File: config.mk
export PLATFORM = sky130hd
export DESIGN_NAME = aes_top
export DESIGN_NICKNAME = d
export VERILOG_FILES = /design/src/verilog/aes_chunk_pkg.sv /design/src/verilog/chunk_sequencer.sv /design/src/verilog/bram_word_mover.sv /design/src/verilog/block_buffer.sv /design/src/verilog/aes_top.sv
export VERILOG_INCLUDE_DIRS = /design/src /design/src/verilog
export SDC_FILE = /design/constraint.sdc
export NUM_CORES = 1
export LEC_CHECK = 0
export ABC_CLOCK_PERIOD_IN_PS = 3600
export BUFFER_PORTS_ARGS = -buffer_cell sky130_fd_sc_hd__buf_2
export CAP_MARGIN = 20
export CORE_AREA = 2 2 393 395
export CTS_CLUSTER_SIZE = 20
export DETAILED_ROUTE_END_ITERATION = 10
export DIE_AREA = 0 0 395 397
export GPL_ROUTABILITY_DRIVEN = 0
export SLEW_MARGIN = 20
export SYNTH_ARGS = -nofsm -noshare
export SYNTH_HDL_FRONTEND = slang
export SYNTH_SLANG_ARGS = --single-unit
File: constraint.sdc
create_clock -name aes_clk -period 3.6 [get_ports aes_clk]
set_clock_uncertainty 0.1 [all_clocks]
set_input_delay 0.18 -clock aes_clk [delete_from_list [all_inputs] [get_ports aes_clk]]
set_output_delay 0.18 -clock aes_clk [all_outputs]
set_load 0.005 [all_outputs]
File: src/verilog/aes_chunk_macros.svh
`ifndef AES_CHUNK_MACROS_SVH
`define AES_CHUNK_MACROS_SVH

////////////////////
// BRAM side
////////////////////

// Data and address width of the BRAM port
`define AES_WORD_W 32

// Byte stride between consecutive chunks
`define AES_CHUNK_BYTES 32

////////////////////
// Cipher side
////////////////////

// Words per lane block, four words make one 128-bit block
`define AES_LANE_WORDS 4

`define AES_LANES 2

`define AES_KEY_W 256

`endif

File: src/verilog/aes_chunk_pkg.sv
`include "aes_chunk_macros.svh"

package aes_chunk_pkg;

    ////////////////////
    // Data types
    ////////////////////

    typedef logic [`AES_WORD_W-1:0] word_t;

    // Word 0 of a lane sits in the top bits
    typedef logic [`AES_LANE_WORDS*`AES_WORD_W-1:0] block_t;

    typedef logic [`AES_KEY_W-1:0] aes_key_t;

    ////////////////////
    // Control encodings
    ////////////////////

    // Chunk FSM states
    typedef enum logic [2:0] {
        ST_IDLE,
        ST_READ_WORD,
        ST_WAIT_READY,
        ST_START_LANE,
        ST_WAIT_RESULT,
        ST_WRITE_WORD
    } seq_state_e;

    // Single-cycle command from the FSM to the word mover
    typedef enum logic [1:0] {
        XFER_NONE,
        XFER_READ,
        XFER_WRITE
    } xfer_op_e;

    // Everything driven towards the BRAM port
    typedef struct packed {
        logic  start_read;
        logic  start_write;
        word_t read_addr;
        word_t write_addr;
        word_t write_data;
    } bram_req_t;

endpackage

File: src/verilog/chunk_sequencer.sv
`include "aes_chunk_macros.svh"

module chunk_sequencer
    import aes_chunk_pkg::*;
(
    input  logic                  aes_clk,
    input  logic                  aes_rst_n,
    input  logic                  start,
    input  word_t                 num_chunks,
    input  aes_key_t              key,
    output xfer_op_e              xfer_op,
    output logic [2:0]            word_idx,
    output logic                  next_chunk,
    input  logic                  xfer_done,
    output logic                  load_word,
    output logic [`AES_LANES-1:0] capture_lane,
    output logic                  core_init,
    output logic [`AES_LANES-1:0] core_next,
    input  logic [`AES_LANES-1:0] core_ready,
    output logic                  complete
);

    localparam logic [1:0] LAST_IN_LANE = 2'(`AES_LANE_WORDS - 1);

    seq_state_e state;
    word_t      chunks_left;
    aes_key_t   stored_key;
    logic       lane;
    logic       lane_done;
    logic       last_chunk;
    logic       key_new;

    // Lane index is the top bit of the word counter
    assign lane       = word_idx[2];
    assign lane_done  = (word_idx[1:0] == LAST_IN_LANE);
    assign last_chunk = (chunks_left == word_t'(1));

    // Zero key means nothing loaded into the cores yet
    assign key_new = (key != stored_key) || (stored_key == '0);

    ////////////////////
    // Strobes
    ////////////////////

    assign load_word = (state == ST_READ_WORD) && xfer_done;

    // Seen by the mover on the same edge as the next read command
    assign next_chunk = (state == ST_WRITE_WORD) && xfer_done && (&word_idx) && !last_chunk;

    always_comb begin
        core_next = '0;
        if (state == ST_START_LANE) begin
            core_next[lane] = 1'b1;
        end
    end

    ////////////////////
    // Chunk FSM
    ////////////////////

    always_ff @(posedge aes_clk or negedge aes_rst_n) begin
        if (!aes_rst_n) begin
            state        <= ST_IDLE;
            xfer_op      <= XFER_NONE;
            word_idx     <= '0;
            chunks_left  <= '0;
            stored_key   <= '0;
            capture_lane <= '0;
            core_init    <= 1'b0;
            complete     <= 1'b0;
        end else begin
            xfer_op      <= XFER_NONE;
            capture_lane <= '0;
            core_init    <= 1'b0;
            complete     <= 1'b0;

            case (state)
                ST_IDLE: begin
                    if (start) begin
                        chunks_left <= (num_chunks == '0) ? word_t'(1) : num_chunks;
                        word_idx    <= '0;
                        xfer_op     <= XFER_READ;
                        state       <= ST_READ_WORD;
                        if (key_new) begin
                            core_init  <= 1'b1;
                            stored_key <= key;
                        end
                    end
                end

                ST_READ_WORD: begin
                    if (xfer_done) begin
                        if (lane_done) begin
                            state <= ST_WAIT_READY;
                        end else begin
                            word_idx <= word_idx + 3'd1;
                            xfer_op  <= XFER_READ;
                        end
                    end
                end

                ST_WAIT_READY: begin
                    if (core_ready[lane]) begin
                        state <= ST_START_LANE;
                    end
                end

                // next is high for this one cycle, counter wraps 3->4 or 7->0
                ST_START_LANE: begin
                    word_idx <= word_idx + 3'd1;
                    if (!lane) begin
                        xfer_op <= XFER_READ;
                        state   <= ST_READ_WORD;
                    end else begin
                        state <= ST_WAIT_RESULT;
                    end
                end

                ST_WAIT_RESULT: begin
                    if (core_ready[lane]) begin
                        capture_lane[lane] <= 1'b1;
                        xfer_op            <= XFER_WRITE;
                        state              <= ST_WRITE_WORD;
                    end
                end

                ST_WRITE_WORD: begin
                    if (xfer_done) begin
                        word_idx <= word_idx + 3'd1;
                        if (!lane_done) begin
                            xfer_op <= XFER_WRITE;
                        end else if (!lane) begin
                            state <= ST_WAIT_RESULT;
                        end else if (!last_chunk) begin
                            chunks_left <= chunks_left - word_t'(1);
                            xfer_op     <= XFER_READ;
                            state       <= ST_READ_WORD;
                        end else begin
                            complete <= 1'b1;
                            state    <= ST_IDLE;
                        end
                    end
                end

                default: begin
                    state <= ST_IDLE;
                end
            endcase
        end
    end

endmodule

File: src/verilog/bram_word_mover.sv
`include "aes_chunk_macros.svh"

module bram_word_mover
    import aes_chunk_pkg::*;
(
    input  logic       aes_clk,
    input  logic       aes_rst_n,
    input  word_t      read_base,
    input  word_t      write_base,
    input  logic       start,
    input  logic       next_chunk,
    input  xfer_op_e   xfer_op,
    input  logic [2:0] word_idx,
    input  logic       bram_complete,
    output bram_req_t  req_fields,
    output logic       xfer_done
);

    word_t rd_base;
    word_t wr_base;
    word_t rd_addr;
    word_t wr_addr;
    word_t word_off;
    logic  start_read;
    logic  start_write;
    logic  run_active;
    logic  load_bases;
    logic  last_write;

    assign word_off   = word_t'({word_idx, 2'b00});
    assign xfer_done  = (start_read || start_write) && bram_complete;
    assign load_bases = start && !run_active;
    assign last_write = start_write && (&word_idx);

    // Tracks the FSM's busy period so a held start does not reload the bases
    always_ff @(posedge aes_clk or negedge aes_rst_n) begin
        if (!aes_rst_n) begin
            run_active  <= 1'b0;
            start_read  <= 1'b0;
            start_write <= 1'b0;
        end else begin
            if (load_bases) begin
                run_active <= 1'b1;
            end else if (xfer_done && last_write && !next_chunk) begin
                run_active <= 1'b0;
            end

            // Strobe up the cycle after the command, down after complete
            if (xfer_op == XFER_READ) begin
                start_read <= 1'b1;
            end else if (start_read && bram_complete) begin
                start_read <= 1'b0;
            end

            if (xfer_op == XFER_WRITE) begin
                start_write <= 1'b1;
            end else if (start_write && bram_complete) begin
                start_write <= 1'b0;
            end
        end
    end

    always_ff @(posedge aes_clk) begin
        if (load_bases) begin
            rd_base <= read_base;
            wr_base <= write_base;
        end else if (next_chunk) begin
            rd_base <= rd_base + word_t'(`AES_CHUNK_BYTES);
            wr_base <= wr_base + word_t'(`AES_CHUNK_BYTES);
        end

        if (xfer_op == XFER_READ) begin
            rd_addr <= rd_base + word_off;
        end
        if (xfer_op == XFER_WRITE) begin
            wr_addr <= wr_base + word_off;
        end
    end

    assign req_fields = '{
        start_read:  start_read,
        start_write: start_write,
        read_addr:   rd_addr,
        write_addr:  wr_addr,
        write_data:  '0
    };

endmodule

File: src/verilog/block_buffer.sv
`include "aes_chunk_macros.svh"

module block_buffer
    import aes_chunk_pkg::*;
(
    input  logic                    aes_clk,
    input  logic                    aes_rst_n,
    input  word_t                   bram_read_data,
    input  logic                    load_word,
    input  logic [2:0]              word_idx,
    input  logic [`AES_LANES-1:0]   capture_lane,
    input  block_t [`AES_LANES-1:0] core_result,
    output block_t [`AES_LANES-1:0] core_block,
    output word_t                   write_data
);

    localparam int CHUNK_WORDS = `AES_LANES * `AES_LANE_WORDS;
    localparam int LW          = `AES_LANE_WORDS;
    localparam int W           = `AES_WORD_W;

    word_t in_words  [CHUNK_WORDS];
    word_t res_words [CHUNK_WORDS];

    ////////////////////
    // Read side
    ////////////////////

    always_ff @(posedge aes_clk or negedge aes_rst_n) begin
        if (!aes_rst_n) begin
            for (int i = 0; i < CHUNK_WORDS; i++) begin
                in_words[i] <= '0;
            end
        end else if (load_word) begin
            in_words[word_idx] <= bram_read_data;
        end
    end

    // Lane l takes words 4l..4l+3, first word in the top bits
    always_comb begin
        for (int l = 0; l < `AES_LANES; l++) begin
            for (int w = 0; w < LW; w++) begin
                core_block[l][(LW-1-w)*W +: W] = in_words[l*LW + w];
            end
        end
    end

    ////////////////////
    // Write side
    ////////////////////

    always_ff @(posedge aes_clk) begin
        for (int l = 0; l < `AES_LANES; l++) begin
            if (capture_lane[l]) begin
                for (int w = 0; w < LW; w++) begin
                    res_words[l*LW + w] <= core_result[l][(LW-1-w)*W +: W];
                end
            end
        end
    end

    // Stays put while the write strobe is up
    assign write_data = res_words[word_idx];

endmodule

File: src/verilog/aes_top.sv
`include "aes_chunk_macros.svh"

module aes_top
    import aes_chunk_pkg::*;
(
    input  logic                    aes_clk,
    input  logic                    aes_rst_n,
    input  logic                    start,
    input  word_t                   num_chunks,
    input  word_t                   read_base,
    input  word_t                   write_base,
    input  aes_key_t                key,
    output bram_req_t               bram_req,
    input  word_t                   bram_read_data,
    input  logic                    bram_complete,
    output logic                    core_init,
    output logic [`AES_LANES-1:0]   core_next,
    input  logic [`AES_LANES-1:0]   core_ready,
    output block_t [`AES_LANES-1:0] core_block,
    input  block_t [`AES_LANES-1:0] core_result,
    output logic                    complete
);

    xfer_op_e              xfer_op;
    logic [2:0]            word_idx;
    logic                  next_chunk;
    logic                  xfer_done;
    logic                  load_word;
    logic [`AES_LANES-1:0] capture_lane;
    bram_req_t             req_fields;
    word_t                 write_data;

    chunk_sequencer u_sequencer (
        .aes_clk      (aes_clk),
        .aes_rst_n    (aes_rst_n),
        .start        (start),
        .num_chunks   (num_chunks),
        .key          (key),
        .xfer_op      (xfer_op),
        .word_idx     (word_idx),
        .next_chunk   (next_chunk),
        .xfer_done    (xfer_done),
        .load_word    (load_word),
        .capture_lane (capture_lane),
        .core_init    (core_init),
        .core_next    (core_next),
        .core_ready   (core_ready),
        .complete     (complete)
    );

    bram_word_mover u_mover (
        .aes_clk       (aes_clk),
        .aes_rst_n     (aes_rst_n),
        .read_base     (read_base),
        .write_base    (write_base),
        .start         (start),
        .next_chunk    (next_chunk),
        .xfer_op       (xfer_op),
        .word_idx      (word_idx),
        .bram_complete (bram_complete),
        .req_fields    (req_fields),
        .xfer_done     (xfer_done)
    );

    block_buffer u_buffer (
        .aes_clk        (aes_clk),
        .aes_rst_n      (aes_rst_n),
        .bram_read_data (bram_read_data),
        .load_word      (load_word),
        .word_idx       (word_idx),
        .capture_lane   (capture_lane),
        .core_result    (core_result),
        .core_block     (core_block),
        .write_data     (write_data)
    );

    // Mover owns strobes and addresses, buffer owns the data
    always_comb begin
        bram_req            = req_fields;
        bram_req.write_data = write_data;
    end

endmodule

# After elaboration in Yosys (flattened, before gate mapping)
# Memory sizes are Yosys's and may differ from the RTL's.
# Index checks and enable logic that the tools add are counted.
[classes] eq_ne=20 magnitude_cmp=4 bitwise_logic=1 muxes=65 n_reduce_logical=32 add_sub_neg=6
[ops] operator="$mux 32" n=11
[ops] operator="$bwmux 256" n=1
[ops] operator="$logic_not 256->1" n=1
[ops] operator="$ne 256x256->1" n=1
[ops] operator="$demux 32 s3" n=1
[ops] operator="$add 32x5->32" n=2
[ops] operator="$add 32x6->32 const B" n=2
[ops] operator="$pmux 32 s2" n=1
[ops] operator="$mux 3" n=13
[ops] operator="$eq 32x1->1 const B" n=1
[ops] operator="$logic_not 32->1" n=1
[ops] operator="$sub 32x1->32 const B" n=1
[ops] operator="$mux 1" n=26
[ops] operator="$pmux 3 s6" n=1
[ops] operator="$mux 2" n=8
[ops] operator="$ne 2x1->1 const B" n=7
[ops] operator="$logic_and 1x1->1" n=13
[ops] operator="$pmux 3 s4" n=1
[ops] operator="$pmux 2 s5" n=1
[ops] operator="$reduce_bool 2->1" n=5
[ops] operator="$reduce_and 7->1" n=1
[ops] operator="$eq 3x2->1 const B" n=2
[ops] operator="$eq 3x3->1 const B" n=2
[ops] operator="$ne 2x2->1 const B" n=3
[ops] operator="17 further kinds" n=22
[word_totals] reg_bits=687 mem_count=1 elab_cells=152 ramBits=256 inputBits=646
[memory_table] name="u_buffer.res_words" depth=8 word_bits=32 rd=1 rd_clocked_by_memory_dff=0 wr=8 line="block_buffer.sv:22" text="word_t res_words [CHUNK_WORDS];"

# Logic depth before layout (Yosys ltp)
# Gate-level depths: netlist of run 1.
[depth] word_depth=9 ltp_mapped=9

# Modules after synthesis
# A second synthesis of run 1 with hierarchy kept.
[unflattened] hier_cells=3043 area_unflattened_um2=42030.3
[by_module_without_submodules] mod="block_buffer" instances=1 area_each_um2=19281.0 cells_each=1066 seq_area_each_um2=14093.5
[by_module_without_submodules] mod="chunk_sequencer" instances=1 area_each_um2=15498.6 cells_each=1300 seq_area_each_um2=7507.2
[by_module_without_submodules] mod="bram_word_mover" instances=1 area_each_um2=7250.7 cells_each=677 seq_area_each_um2=3918.8

# Worst setup path after synthesis of run 1
# Ideal clock, no wire load.
[synth_path] path_type="reg-to-reg" from="register u_sequencer.capture_lane[0]" to="memory u_buffer.res_words[0][0] in the netlist's numbering (enable)" stages_incl_launch_ff=1 path_slack_ns=0.128 arrival_ns=2.885 setup_time_ns=0.487 n_path_buf=0 period_less_slack_ns=3.472 t_required_ns=3.013 path_cell_list="dfrtp_1"
[synth_lines] item="start: declaration" line="chunk_sequencer.sv:16" text="output logic [`AES_LANES-1:0] capture_lane,"
[synth_lines] item="start signal: assignment" line="chunk_sequencer.sv:68" text="capture_lane <= '0;"
[synth_lines] item="start signal: assignment" line="chunk_sequencer.sv:73" text="capture_lane <= '0;"
[synth_lines] item="start signal: indexed assignment" line="chunk_sequencer.sv:121" text="capture_lane[lane] <= 1'b1;"
[synth_lines] item="end: declaration" line="block_buffer.sv:22"

# Final worst setup path of run 1
[layout_path] from="register u_sequencer.stored_key[116]" to="register u_sequencer.stored_key[151]"
[layout_between] elab_chain_len=3 word_cells_on_any_way=4 cone_classes="eq/ne (1); reduce/logical (3)"
[layout_rtl] item="start: declaration" line="chunk_sequencer.sv:27" text="aes_key_t stored_key;"
[layout_rtl] item="start signal: assignment" line="chunk_sequencer.sv:86" text="stored_key <= key;"
[layout_rtl] item="$ne 256x256->1 or $logic_not 256->1 (tied branches)" line="chunk_sequencer.sv:39" text="assign key_new = (key != stored_key) || (stored_key == '0);"
[layout_rtl] item="$logic_or 1x1->1 *" line="chunk_sequencer.sv:39"
[layout_rtl] item="$reduce_and 3->1 (no line) *"
# Every way passes the cells marked *; elsewhere a longest branch is shown, timed or not.
# A chain may end at the register's enable or synchronous reset.

==> run metrics, run 1 <==
final-report hold violation count 0; Async SR Flop Fraction around 59%; Crit path max-delay family simple AND/OR/NAND/NOR gates; Worst Path Buf+Inv 2; fraction of layout cells with a size suffix above 1 36.9%; setup slack, reg-to-reg -5 ps; largest family of logic cells by synthesized area multiplexers; P_leak 26.5 nW; Cell Pwr Density roughly 580 nW/um^2; status finished with violations; post-CTS setup buffers 0; crit path time final 3610 ps; violated checks setup timing; Vias 32867; Yosys warnings 0; Final HPWL DP 113000 um; adder-cell share of the synthesized area less than 1%; Fin Setup TNS -5.58 ps; vias in the first global route 33229; Reg clk slew, reported paths 60 ps; initial core utilization 26.4%; Largest stage delay, worst path 930 ps; CP endpoint kind register; max_cap viols 0; worst hold path class in2async; worst reg2reg path depth 9; Max transition margin 26.1%; Area Overhead vs Synth 45.6%; Post-synth EDFFs 384; final non-filler cell total 6775; clk root buf clkbuf_16; Pre-antenna DRT Iters 6; Clk pwr share 32.4%; die span in y 397 um; Sw Share 32.5%; RSZ-0062 raised after global routing false; CTS tree yes; die area 157000 sq um; CP Launch Type register; Critical Path AT ~4100 ps; fill count 14297; clock buffer depth 3; post-synthesis simple-gate area fraction 7.61%; peak supply drop between 400 and 500 uV; worst reg2reg endpoint u_sequencer.stored_key[151]; Critical Setup Path Class reg2reg; IO Pins ~1000; Cell Area, Synth around 40000 sq um; post-synthesis net count 3526; #FFs+latches synth 943; number of antenna violations at the first check in global routing 34; setup violators final 2; Crit Path Max Fanout 33; num rows 144; Worst Tran Pin Value 1100 ps; placed cell area between 40000 and 50000 sq um; Finished Cell Area between 50000 and 60000 sq um; WL/cell 23.4 um; placed insts 5862; Critical Path RT 4050 ps; gr usage total 19.4%; Critical Path, Cell by Cell xor2_1 -> nor4_1 -> nand4_1 -> nor4_1 -> and3_1 -> a21oi_4 -> buf_12 -> buf_12 -> mux2_1; Core ar. 153000 sq um; Clock Sink Count 943; Net Sw Power roughly 11 mW; internal power approximately 23 mW; initial DRC count 2919; overflow left after global routing 0; cell count after synthesis roughly 2900; syn avg cell area 14.1 sq um; final worst slack -5.28 ps; post-route ant nets 0; H-Tree Depth 3; chip width 395 um; Worst path slowest cell nor4_1; worst skew pair latency ~700 ps; post-synthesis sequential area ratio 63.1%; sequential power share 41.9%; Combinational Power Share 25.7%; Placement Setup Slack approximately 180 ps; DRC Markers 0; CTS Buf Count 105; Synth Area in Compound Gates 5.29%; post-route core utilization 38.5%; final wirelength 159000 um; crit share post-route 100%; Peak Freq roughly 280 MHz; fin. max-slew vios 0; layout net count ~5300; Post-synth top flop dfrtp_1; I/O Buffers 1003; Vias/cell 4.85; worst r2r src u_sequencer.stored_key[116]; first-pass GRT wire length 225000 um; post-synthesis mux area share 14.3%; XOR/XNOR Fraction of Synth Area 7.76%; largest net degree at the start of global routing 129; Synth cell types 60
cells by family after synthesis:
kind of cell,Yosys count
multiplexers,515
flip-flops,943
adder cells (fa/ha/maj),14
buffers and inverters,136
AO/OA/AOI/OAI,328
XOR/XNOR,358
AND/OR/NAND/NOR,572
layer usage:
layer | vias up | part of all wire (%) | routed length (um) | GRT usage, %
li1 | 14253 | - | - | -
met1 | 16424 | 39 | 61600 | 24.1
met2 | 1731 | 48 | 75700 | 31.5
met3 | 457 | 7.9 | 12600 | 4.17
met4 | 2 | 5.6 | 8950 | 10.0
met5 | - | 0.0044 | 7 | 0
synth_stat cells, types with 3 or more instances:
| cell type | number | area share (%) |
|---|---|---|
| ha_1 | 12 | 0.37 |
| nand4_1 | 108 | 1.7 |
| xnor2_1 | 188 | 4.1 |
| a31oi_1 | 8 | 0.12 |
| a21oi_1 | 52 | 0.64 |
| nor4_2 | 3 | 0.093 |
| nor4_1 | 130 | 2.0 |
| buf_1 | 27 | 0.25 |
| nor2b_1 | 7 | 0.11 |
| or3_1 | 8 | 0.12 |
| nor2_1 | 73 | 0.68 |
| clkbuf_1 | 65 | 0.60 |
| nand2_1 | 128 | 1.2 |
| dfrtp_1 | 559 | 35 |
| o22a_1 | 6 | 0.13 |
| o21ai_0 | 77 | 0.95 |
| inv_1 | 11 | 0.10 |
| o31ai_1 | 3 | 0.056 |
| and4_1 | 3 | 0.065 |
| xor2_1 | 170 | 3.7 |
| o22ai_1 | 5 | 0.077 |
| o32ai_1 | 4 | 0.087 |
| or4_1 | 4 | 0.074 |
| o21a_1 | 4 | 0.074 |
| buf_2 | 31 | 0.38 |
| nand3_1 | 37 | 0.46 |
| a21o_1 | 7 | 0.13 |
| mux2_1 | 47 | 1.3 |
| and3_1 | 13 | 0.20 |
| o21ai_1 | 14 | 0.17 |
| and2_1 | 16 | 0.25 |
| edfxtp_1 | 384 | 29 |
| a22oi_1 | 131 | 2.4 |
| nor3b_1 | 3 | 0.056 |
| a32oi_1 | 3 | 0.065 |
| mux2_2 | 467 | 13 |
| nor3_1 | 26 | 0.32 |
what timing repair did:
action                     4_1_cts  5_1_grt
resized for setup                0        1
setup endpoints to repair        0      148
hold endpoints to repair      1350        0
hold buffers                   682        0
worst max path at each step:
| stage | start | endpoint | slack, ps | cells past startpoint |
|---|---|---|---|---|
| 2_1_floorplan | u_sequencer.capture_lane[0] | u_buffer.res_words[0][0] | 130 | 0 |
| 3_3_place_gp | u_sequencer.stored_key[116] | u_sequencer.stored_key[58] | 210 | 9 |
| 3_5_place_dp | u_sequencer.stored_key[194] | u_sequencer.stored_key[11] | 180 | 10 |
| 4_1_cts | u_sequencer.stored_key[194] | u_sequencer.stored_key[42] | 130 | 10 |
| 5_1_grt | u_sequencer.stored_key[116] | u_sequencer.stored_key[149] | 4 | 9 |
| 6_report | u_sequencer.stored_key[116] | u_sequencer.stored_key[151] | -5 | 9 |
per-stage QoR:
step / power (mW) / hold slack [ps]
after detailed placement: 22.3 / 131
after CTS: 33.9 / 0.0890
final: 33.9 / 46.5
after global routing: 35.1 / 16.4
after floorplan: 18.0 / -216
after global placement: 22.2 / 133
cells in the final DEF (no fill, tap or decap), types with 12 or more instances in the layout:
cell type	count
buf_2	1002
dlygate4sd3_1	682
dfrtp_1	557
mux2_2	467
edfxtp_1	384
xnor2_1	188
xor2_1	170
a22oi_1	131
nor4_1	129
nand2_1	128
nand4_1	108
clkbuf_16	107
o21ai_0	77
nor2_1	71
a21oi_1	51
buf_4	50
mux2_1	47
nand3_1	37
diode_2	34
clkbuf_1	34
nor3_1	24
buf_12	24
and2_1	16
o21ai_1	14
clkbuf_8	14
clkinv_2	13
ha_1	12
flip-flops by register name, indices dropped and copies added (netlist names), 3 cells and up:
| register | flops |
|---|---|
| u_buffer.core_block | 256 |
| u_buffer.res_words | 256 |
| u_mover.rd_addr | 32 |
| u_mover.rd_base | 32 |
| u_mover.wr_addr | 32 |
| u_mover.wr_base | 32 |
| u_sequencer.chunks_left | 32 |
| u_sequencer.state | 3 |
| u_sequencer.stored_key | 256 |
| u_sequencer.word_idx | 3 |
power by group through the flow:
stage | combinational, mW | clock [mW] | sequential (mW)
after global placement | 7.89 | 0 | 14.3
after global routing | 9.20 | 11.6 | 14.3
after detailed placement | 7.93 | 0 | 14.3
final | 8.71 | 11.0 | 14.2
after CTS | 8.59 | 11.1 | 14.1
after floorplan | 3.98 | 0 | 14.0
area by class of cell:
cell class	instances	area, sq um	share of cell area, %
diodes	34	85.1	0.145
clock buffers	155	3000	5.09
clock inverters	42	503	0.855
inverters	11	41.3	0.0702
multi-input cells	1787	14400	24.5
flip-flops and latches	943	25500	43.4
well taps	2044	2560	4.35
repair buffers	1759	12700	21.6
(Power assumes the default switching activity.)
==> run 2, diff against run 1 <==
--- a/config.mk
+++ b/config.mk
@@ -9,10 +9,10 @@
 export ABC_CLOCK_PERIOD_IN_PS = 3600
 export BUFFER_PORTS_ARGS = -buffer_cell sky130_fd_sc_hd__buf_2
 export CAP_MARGIN = 20
-export CORE_AREA = 2 2 393 395
+export CORE_AREA = 2 2 395 397
 export CTS_CLUSTER_SIZE = 20
 export DETAILED_ROUTE_END_ITERATION = 10
-export DIE_AREA = 0 0 395 397
+export DIE_AREA = 0 0 397 399
 export GPL_ROUTABILITY_DRIVEN = 0
 export SLEW_MARGIN = 20
 export SYNTH_ARGS = -nofsm -noshare
==> run 2 against run 1 <==
Compared with the run above: largest cell class unchanged; combinational power is essentially flat; final cell count grew 0.75%; worst hold slack gained 24 ps; final area grew 0.90%; register-to-register slack lost 20 ps; critical path depth is the same; sequential power is essentially flat; clock power is essentially flat; flip-flop and latch count is the same; the run still ends with setup timing left; non-clock buffer count grew 44; first-iteration DRC count shrank 1.3%.
==> run metrics, run 2 (synthesis results as in run 1) <==
number of antenna violations at the first check in global routing 40 (+18%); setup slack, reg-to-reg -30 ps (-20 ps); worst reg2reg endpoint u_sequencer.stored_key[76]; worst hold path class in2reg; Final HPWL DP 116000 um (+2.5%); overflow left after global routing 0 (unchanged); Critical path origin u_sequencer.stored_key[65]; CP endpoint kind register; P_leak 26.7 nW (+0.97%); gr usage total 19.5% (+0.11 points); crit path time final 3630 ps (+22.0 ps); worst reg2reg path depth 9 (unchanged); crit path capture u_sequencer.stored_key[76]; Vias 33160 (+0.89%); WL/cell 23.6 um (+0.81%); placed cell area 48400 sq um (about the same); CP Launch Type register; layout net count 5311 (+0.84%); Pre-antenna DRT Iters 5 (-1); Worst Tran Pin Value 1060 ps (-36.4 ps); vias in the first global route 33840 (+1.8%); final wirelength 161000 um (+1.6%); crit share post-route 101% (+0.61 points); fraction of layout cells with a size suffix above 1 36.9% (about the same); Critical Path RT 4050 ps (about the same); Worst Hold Margin 70.8 ps (+24.3 ps); I/O Buffers 1003 (unchanged); fill count 14365 (+0.48%); fin. max-slew vios 0 (unchanged); RSZ-0062 raised after global routing false; clock buffer depth 3 (unchanged); Clock Sink Count 943 (unchanged); DRC Markers 0 (unchanged); post-route core utilization 38.6% (+0.17 points); commonest non-fill, non-tap cell in the layout buf_2; status finished with violations; violated checks setup timing; die span in y 399 um (+0.50%); clk root buf clkbuf_16; total power 34.2 mW (+0.89%); Max transition margin 29.1% (+3.0 points); num rows 144 (unchanged); initial DRC count 2882 (-1.3%); Fin Setup TNS -328 ps (-323 ps); H-Tree Depth 3 (unchanged); CTS Buf Count 105 (unchanged); Core ar. 154000 sq um (+0.47%); most frequent cells in the layout 1002 x buf_2, 721 x dlygate4sd3_1, 557 x dfrtp_1, 467 x mux2_2, 384 x edfxtp_1; setup violators final 25 (+23); Critical Setup Path Class reg2reg; Finished Cell Area 59400 sq um (+0.90%); IO Pins 1004 (unchanged); Area Overhead vs Synth 46.9%; Peak Freq 276 MHz (-0.61%); final worst slack -27.3 ps (-22.0 ps); max_cap viols 0 (unchanged); Reg clk slew, reported paths 60 ps (about the same); Critical Path AT 4080 ps (+30 ps); worst skew pair latency 720 ps (+20 ps); final-report hold violation count 0 (unchanged); first-pass GRT wire length 227000 um (+1.1%); Crit Path Max Fanout 21 (-36%); Vias/cell 4.86 (+0.14%); post-route ant nets 0 (unchanged); largest net degree at the start of global routing 103 (-20%); CTS tree yes; die area 158000 sq um (+1.0%); worst r2r src u_sequencer.stored_key[65]; Cell Pwr Density 576 nW/um^2 (about the same); peak supply drop 541 uV (+14%); initial core utilization 26.3% (-0.12 points); chip width 397 um (+0.51%)
==> run 2: cell types whose count changed in the layout (fill, tap and decap cells not counted), sizes merged <==
| cell | before | now |
|---|---|---|
| diode | 34 | 42 |
| inv | 18 | 19 |
| clkinv | 25 | 20 |
| buf | 1077 | 1082 |
| dlygate4sd3 | 682 | 721 |
| clkinvlp | 3 | 1 |
| clkbuf | 155 | 160 |
==> run 2: cell type report <==
| class | count | area [sq um] | share of cell area, % |
|---|---|---|---|
| repair buffers | 1803 | 13100 | 22.0 |
| multi-input cells | 1787 | 14400 | 24.3 |
| inverters | 11 | 41.3 | 0.0695 |
| clock inverters | 36 | 488 | 0.822 |
| diodes | 42 | 105 | 0.177 |
| well taps | 2044 | 2560 | 4.31 |
| clock buffers | 160 | 3140 | 5.29 |
| flip-flops and latches | 943 | 25500 | 43.0 |
==> run 2: per-layer routing <==
metal  part of all wire, %  track usage, %  vias up
li1                      -               -    14328
met1                    39            23.9    16700
met2                    48            32.1     1698
met3                   7.9            4.15      432
met4                   5.5            10.1        2
met5                0.0081               0        -
==> run 2: through the flow <==
step	setup WS (ps)	cells
3_3_place_gp	-58.8	5867
3_5_place_dp	-20.6	5867
4_1_cts	113	6784
6_report	-27.3	6826
2_1_floorplan	128	2866
5_1_grt	11.4	6818
==> run 2: timing repair <==
action	4_1_cts	5_1_grt
pin swaps	0	0
endpoints found under the setup margin	70	1
buffers inserted	0	0
hold endpoints to repair	983	0
hold buffers	721	0
gates resized for setup	1	2
==> run 2: worst max-delay path, stage by stage (launching register included) <==
cell and delay, ps:
dfrtp_1 430, nor4_1 710, nand4_1 190, nor4_1 590
nand4_1 140, and3_1 230, a21oi_4 250, buf_4 270
buf_12 200, mux2_2 350
==> run 2: how the worst min path moves through the flow <==
| stage | startpoint | end | slack [ps] | cells after the start |
|---|---|---|---|---|
| after CTS | core_result[123] | u_buffer.res_words[0][27] | 0.01 | 2 |
| after global placement | aes_rst_n | u_sequencer.stored_key[44] | 150 | 1 |
| after detailed placement | aes_rst_n | u_sequencer.stored_key[205] | 150 | 1 |
| after floorplan | aes_rst_n | u_buffer.core_block[0] | -220 | 0 |
| after global routing | core_result[149] | u_buffer.res_words[7][21] | 20 | 2 |
| final | core_result[137] | u_buffer.res_words[7][9] | 70 | 2 |
==> run 2: report_power, final <==
part / switching (mW) / internal [mW]
sequential: 1.40 / 12.8
clock: 4.70 / 6.57
combinational: 4.95 / 3.74
